===== src/logic/memCtrl_cfg.svh =====
`ifndef MEMCTRL_CFG_SVH
`define MEMCTRL_CFG_SVH

// byte-serial memory controller sizes

// processor side address
`define MC_ADDR_W 32

// instruction and load/store word
`define MC_WORD_W 32

// one RAM beat
`define MC_BYTE_W 8

// length field, holds 1, 2 or 4
`define MC_LEN_W 3

// a fetch always moves a whole instruction
// sized to the length field
`define MC_FETCH_LEN 3'd4

`endif

===== src/logic/memCtrlPkg.sv =====
`default_nettype none
`include "memCtrl_cfg.svh"

package memCtrlPkg;

    // who holds the RAM bus right now
    typedef enum logic [1:0] {
        ownerNone  = 2'd0,
        ownerFetch = 2'd1,
        ownerData  = 2'd2
    } ownerT;

    // load/store request as the data client presents it
    typedef struct packed {
        logic                  isStore;
        logic [`MC_LEN_W-1:0]  len;
        logic [`MC_ADDR_W-1:0] addr;
        logic [`MC_WORD_W-1:0] wdata;
    } dataReqT;

    // access latched by the arbiter
    typedef struct packed {
        logic                  isFetch;
        logic                  isStore;
        logic [`MC_LEN_W-1:0]  len;
        logic [`MC_ADDR_W-1:0] addr;
        logic [`MC_WORD_W-1:0] wdata;
    } accessT;

    // one RAM cycle, rw high means write
    typedef struct packed {
        logic                  rw;
        logic [`MC_ADDR_W-1:0] addr;
        logic [`MC_BYTE_W-1:0] wdata;
    } memBusT;

endpackage

`default_nettype wire


===== src/logic/memCtrl.sv =====
`timescale 1ns/1ps
`default_nettype none
`include "memCtrl_cfg.svh"

module memCtrl
    import memCtrlPkg::*;
(
    input  wire                   clk,
    input  wire                   rst,
    input  wire                   i_rdy,
    input  wire                   i_ioBufferFull,
    input  wire                   i_fetchEn,
    input  wire [`MC_ADDR_W-1:0]  i_fetchAddr,
    input  wire                   i_dataEn,
    input  wire dataReqT          i_dataReq,
    input  wire [`MC_BYTE_W-1:0]  i_memRdata,
    output memBusT                o_memBus,
    output logic                  o_fetchDone,
    output logic [`MC_WORD_W-1:0] o_fetchInst,
    output logic                  o_dataDone,
    output logic [`MC_WORD_W-1:0] o_dataRdata,
    output ownerT                 o_owner
);

    logic                  freeze;
    logic                  active;
    accessT                access;
    logic                  seqDone;
    logic [`MC_WORD_W-1:0] seqRdata;

    // whole controller stalls on a full I/O buffer or when not ready
    assign freeze = i_ioBufferFull || !i_rdy;

    assign active = (o_owner != ownerNone);

    memArbiter u_arbiter (
        .clk          (clk),
        .rst          (rst),
        .i_freeze     (freeze),
        .i_fetchEn    (i_fetchEn),
        .i_fetchAddr  (i_fetchAddr),
        .i_dataEn     (i_dataEn),
        .i_dataReq    (i_dataReq),
        .i_accessDone (seqDone),
        .o_access     (access),
        .o_owner      (o_owner)
    );

    byteSequencer u_sequencer (
        .clk        (clk),
        .rst        (rst),
        .i_freeze   (freeze),
        .i_active   (active),
        .i_access   (access),
        .i_memRdata (i_memRdata),
        .o_memBus   (o_memBus),
        .o_done     (seqDone),
        .o_rdata    (seqRdata)
    );

    // done and read data only go to the client that owns the bus
    always_comb begin
        o_fetchDone = 1'b0;
        o_fetchInst = '0;
        o_dataDone  = 1'b0;
        o_dataRdata = '0;
        if (o_owner == ownerFetch) begin
            o_fetchDone = seqDone;
            o_fetchInst = seqRdata;
        end else if (o_owner == ownerData) begin
            o_dataDone  = seqDone;
            o_dataRdata = seqRdata;
        end
    end

endmodule

`default_nettype wire


===== src/logic/byteSequencer.sv =====
`timescale 1ns/1ps
`default_nettype none
`include "memCtrl_cfg.svh"

module byteSequencer
    import memCtrlPkg::*;
(
    input  wire                   clk,
    input  wire                   rst,
    input  wire                   i_freeze,
    input  wire                   i_active,
    input  wire accessT           i_access,
    input  wire [`MC_BYTE_W-1:0]  i_memRdata,
    output memBusT                o_memBus,
    output logic                  o_done,
    output logic [`MC_WORD_W-1:0] o_rdata
);

    logic [`MC_LEN_W-1:0]             stage;
    logic [`MC_LEN_W-1:0]             addrOffset;
    logic [`MC_WORD_W-`MC_BYTE_W-1:0] partial;
    logic                             advance;
    logic                             lastStage;

    assign advance = i_active && !i_freeze;

    // writes end on the last issued byte, reads once that byte has come back
    assign lastStage = i_access.isStore ? (stage == i_access.len - 1'b1)
                                        : (stage == i_access.len);

    assign o_done = advance && lastStage;

    // While frozen the previous address is repeated, so the byte that
    // would have been captured in the frozen cycle is returned again.
    always_comb begin
        if (i_freeze && (stage != '0)) begin
            addrOffset = stage - 1'b1;
        end else begin
            addrOffset = stage;
        end
    end

    always_comb begin
        o_memBus.rw   = advance && i_access.isStore;
        o_memBus.addr = i_access.addr
                      + {{(`MC_ADDR_W-`MC_LEN_W){1'b0}}, addrOffset};
        // little-endian with stage 0 carrying the low byte
        case (stage)
            3'd0: begin
                o_memBus.wdata = i_access.wdata[7:0];
            end
            3'd1: begin
                o_memBus.wdata = i_access.wdata[15:8];
            end
            3'd2: begin
                o_memBus.wdata = i_access.wdata[23:16];
            end
            default: begin
                o_memBus.wdata = i_access.wdata[31:24];
            end
        endcase
    end

    // stage counter holds while frozen
    always_ff @(posedge clk) begin
        if (rst) begin
            stage <= '0;
        end else if (advance) begin
            if (o_done) begin
                stage <= '0;
            end else begin
                stage <= stage + 1'b1;
            end
        end
    end

    // byte k shows up on the RAM bus while stage is k+1
    always_ff @(posedge clk) begin
        if (advance && !i_access.isStore) begin
            case (stage)
                3'd1: begin
                    partial[7:0] <= i_memRdata;
                end
                3'd2: begin
                    partial[15:8] <= i_memRdata;
                end
                3'd3: begin
                    partial[23:16] <= i_memRdata;
                end
                default: begin
                end
            endcase
        end
    end

    // final byte comes straight from the RAM and upper bytes are zeroed
    always_comb begin
        case (i_access.len)
            3'd1: begin
                o_rdata = {{(`MC_WORD_W-`MC_BYTE_W){1'b0}}, i_memRdata};
            end
            3'd2: begin
                o_rdata = {{(`MC_WORD_W-2*`MC_BYTE_W){1'b0}}, i_memRdata, partial[7:0]};
            end
            default: begin
                o_rdata = {i_memRdata, partial};
            end
        endcase
    end

    // stage may only reach len on a read and never pass it
    stageInRange: assert property (
        @(posedge clk) disable iff (rst)
        i_active |-> (stage <= i_access.len)
    ) else $error("byteSequencer: stage %0d beyond len %0d", stage, i_access.len);

    // a freeze must never let a byte into the RAM
    noWriteWhenFrozen: assert property (
        @(posedge clk) disable iff (rst)
        i_freeze |-> !o_memBus.rw
    ) else $error("byteSequencer: write issued while frozen");

endmodule

`default_nettype wire


===== src/logic/memArbiter.sv =====
`timescale 1ns/1ps
`default_nettype none
`include "memCtrl_cfg.svh"

module memArbiter
    import memCtrlPkg::*;
(
    input  wire                  clk,
    input  wire                  rst,
    input  wire                  i_freeze,
    input  wire                  i_fetchEn,
    input  wire [`MC_ADDR_W-1:0] i_fetchAddr,
    input  wire                  i_dataEn,
    input  wire dataReqT         i_dataReq,
    input  wire                  i_accessDone,
    output accessT               o_access,
    output ownerT                o_owner
);

    logic   idle;
    logic   accept;
    accessT nextAccess;
    ownerT  nextOwner;

    assign idle = (o_owner == ownerNone);

    // requests are only taken between accesses and outside a freeze
    assign accept = idle && !i_freeze && (i_fetchEn || i_dataEn);

    // data port wins a tie with fetch
    always_comb begin
        if (i_dataEn) begin
            nextOwner          = ownerData;
            nextAccess.isFetch = 1'b0;
            nextAccess.isStore = i_dataReq.isStore;
            nextAccess.len     = i_dataReq.len;
            nextAccess.addr    = i_dataReq.addr;
            nextAccess.wdata   = i_dataReq.wdata;
        end else begin
            nextOwner          = ownerFetch;
            nextAccess.isFetch = 1'b1;
            nextAccess.isStore = 1'b0;
            nextAccess.len     = `MC_FETCH_LEN;
            nextAccess.addr    = i_fetchAddr;
            nextAccess.wdata   = '0;
        end
    end

    // owner drops at the edge closing the done cycle
    always_ff @(posedge clk) begin
        if (rst) begin
            o_owner <= ownerNone;
        end else if (accept) begin
            o_owner <= nextOwner;
        end else if (i_accessDone) begin
            o_owner <= ownerNone;
        end
    end

    // held for the sequencer until the next acceptance
    always_ff @(posedge clk) begin
        if (accept) begin
            o_access <= nextAccess;
        end
    end

    // the sequencer only handles 1, 2 and 4 byte transfers
    dataLenLegal: assert property (
        @(posedge clk) disable iff (rst)
        (accept && i_dataEn) |=> (o_access.len inside {3'd1, 3'd2, 3'd4})
    ) else $error("memArbiter: data length %0d accepted", o_access.len);

    // done only comes back from an access that was handed out
    noDoneWhenIdle: assert property (
        @(posedge clk) disable iff (rst)
        i_accessDone |-> !idle
    ) else $error("memArbiter: access done while no owner");

endmodule

`default_nettype wire


===== config.mk =====
export PLATFORM = sky130hd
export DESIGN_NAME = memCtrl
export DESIGN_NICKNAME = d
export VERILOG_FILES = /design/src/logic/memCtrlPkg.sv /design/src/logic/memCtrl.sv /design/src/logic/byteSequencer.sv /design/src/logic/memArbiter.sv
export VERILOG_INCLUDE_DIRS = /design/src /design/src/logic
export SDC_FILE = /design/constraint.sdc
export NUM_CORES = 1
export LEC_CHECK = 0
export BUFFER_PORTS_ARGS = -buffer_cell sky130_fd_sc_hd__buf_2
export CAP_MARGIN = 30
export CORE_UTILIZATION = 50
export CTS_BUF_LIST = sky130_fd_sc_hd__clkbuf_4 sky130_fd_sc_hd__clkbuf_8 sky130_fd_sc_hd__clkbuf_16
export CTS_CLUSTER_SIZE = 10
export DETAILED_ROUTE_END_ITERATION = 7
export HOLD_SLACK_MARGIN = 0.1
export MAX_ROUTING_LAYER = met4
export PLACE_DENSITY_LB_ADDON = 0.25
export SKIP_CTS_REPAIR_TIMING = 1
export SLEW_MARGIN = 40
export SYNTH_ARGS = -nofsm -noshare
export SYNTH_HDL_FRONTEND = slang
export SYNTH_HIERARCHICAL = 1
export SYNTH_SLANG_ARGS = --single-unit

===== constraint.sdc =====
create_clock -name clk -period 4.8 [get_ports clk]
set_input_delay 0.24 -clock clk [delete_from_list [all_inputs] [get_ports clk]]
set_output_delay 0.24 -clock clk [all_outputs]
set_load 0.1 [all_outputs]

==> impl_metrics.toml <==
[status]
status = "finished, final reports clean"

[floorplanning]
num_rows = 38
die_h_um = 110
io_pins = 223
die-area_um2 = 12000
floorplan.initialDensity = 0.524
die_w_um = 110
core-area_um2 = 11000

[sta]
setup_ws_ps = 342
rsz0062_at_grt = "false"
report.final.slew_viol_count = 0
slew_headroom = 0.553
finalSetupViolCount = 0
timing.final.crit_share = 0.929
finalHoldViolations = 0
setup_tns_ps = 0
clock_skew_ps = 8.50
min_period_ps = 4460
max_freq_ghz = 0.224
worst_slew_pin_slew_ps = 671

[global_routing]
grtUsageTotal = 0.226
grtUsageMet3 = 0.0379
busiest_layer = "met2"
grt_pass1_vias = 3987
grt_max_degree = 71
grt_pass1_wl_mm = 19.7
grt_antenna_before_repair = 0
grt_overflow = 0
use_met2 = 0.385
use_met1 = 0.275

[clock_network]
cts_tree = "done"
clk_latency_ps = 330
cts-root-buf = "clkbuf_16"
clk_pin_slew_ps = 60
cts_buffers = 9
cts.sinks = 97
cts_buffer_depth = 2
htreeDepth = 3

[layout]
nNetsFinal = 808
drive_gt1_frac = 0.418
diodes = 0
fin_util = 0.659
area_delta_synth_final_pct = 25.8
final_cell_area_um2 = 7270
multiInputGateArea_um2 = 2720
num-fill-cells = 861
stdcell_count = 826
seq_area_um2 = 2860

[yosys]
ys_warn_count = 6
syn-num-nets = 602
avgSynthCellArea_um2 = 12.2
syn_area_um2 = 5780
syn_inst = 475

[power]
vdd.ir_drop.worst_v = 0.000263
p_per_area_nw_per_um2 = 302
p_leak_uw = 0.00339

[critical_path]
slowest_stage = "ha_1"
startpoint_type = "flop"
end_kind = "output pin"
cp.required_ps = 4560
path_delay_family = "adder cells"
cp_num_buf_inv = 5
cp_max_fo = 11
crit_type = "reg -> out"
worstPathCellList = "inv_1 -> ha_1 -> inv_1 -> o21ai_0 -> xnor2_1 -> ha_1 -> inv_1 -> fa_1 -> nand2b_1 -> a2111oi_4 -> buf_4 -> nand4_1 -> xnor2_2 -> buf_2"
slowest_delay_ps = 450
worstPathArrival_ps = 4220
cpMostUsedCell = "inv_1"

[placed_design]
io_buffers = 222
place_area_um2 = 6950
post-place-ws_ps = 435
hpwl_mm = 9.70
gp_congestion = 0.832
dp_cells = 809

[routing]
viasPerCell = 5.29
routed_wl_mm = 12.9
via_count = 4373
dr.pass1.iters = 5
drtIter0Drc = 264
route.detailed.drc = 0
wire_per_inst_um = 15.6
drtAntennaViolNets = 0

[hold_path]
holdCritPathClass = "in -> reg"

[run]
maxCapViolCount = 0
==> per-stage QoR <==
step                hold slack [ps]  power [uW]
finish                          179        2200
global placement                510        1470
detailed placement              515        1470
global route                    171        2280
CTS                             174        2220
floorplan                       332        1370
==> final cells by class <==
class / instances / share of cell area
clock buffers: 10 / 0.0320
clock inverters: 6 / 0.0112
inverters: 12 / 0.00619
multi-input cells: 333 / 0.374
flip-flops and latches: 97 / 0.394
well taps: 140 / 0.0241
repair buffers: 228 / 0.159
==> cells in the final DEF, fill, tap and decap left out, types with 2 or more instances in the layout <==
cell / instances
clkinv_1: 2
clkbuf_16: 9
nand2_1: 25
and2_1: 55
mux2_2: 26
bufinv_16: 2
and3_1: 5
xor2_1: 9
mux2_1: 6
and3b_1: 66
a222oi_1: 8
edfxtp_1: 92
a21o_1: 2
dfxtp_1: 5
o31ai_2: 2
nor2b_1: 3
xnor2_2: 7
nand2b_1: 6
buf_2: 222
nand3_1: 11
ha_1: 12
a21oi_1: 3
a22o_1: 16
nand4_1: 7
nor3_1: 2
xnor2_1: 20
and4_1: 4
buf_4: 6
inv_1: 11
o21ai_0: 12
nor2_1: 6
==> path summary, 6_finish.rpt <==
| path | slack, ps | from | cells after the start | endpoint |
|---|---|---|---|---|
| max | 340 | u_sequencer/stage[1] | 14 | o_memBus[32] |
| min | 180 | i_dataReq[66] | 2 | u_arbiter/o_access[66] |
| max reg2reg | 2610 | u_arbiter/o_owner[1] | 3 | u_arbiter/o_access[36] |
| min reg2reg | 560 | u_sequencer/stage[0] | 2 | u_sequencer/stage[0] |
==> routing by layer <==
metal / vias to the layer above / wire length, um
li1: 2164 / -
met4: 0 / 206
met1: 2022 / 5440
met3: 14 / 754
met2: 173 / 6520
met5: - / 0
==> state kept, by name, indices dropped and copies added (netlist names) <==
register and flops:
u_sequencer/partial 24, u_sequencer/stage 3, u_arbiter/o_owner 2, u_arbiter/o_access 68
==> worst reg2reg max path: cells and delay by family (launching register included) <==
family                 cells  cell delay [ps]
and+or+nand+nor            2              880
buffers and inverters      1              600
DFF                        1              310
==> where the power goes <==
| group | total [uW] | switching (uW) | internal (uW) | leakage, uW |
|---|---|---|---|---|
| Sequential | 980 | 18.0 | 962 | 0.000891 |
| Combinational | 475 | 352 | 123 | 0.00234 |
| Clock | 741 | 281 | 460 | 0.000155 |
No activity file was read; power rests on OpenSTA's default activity.
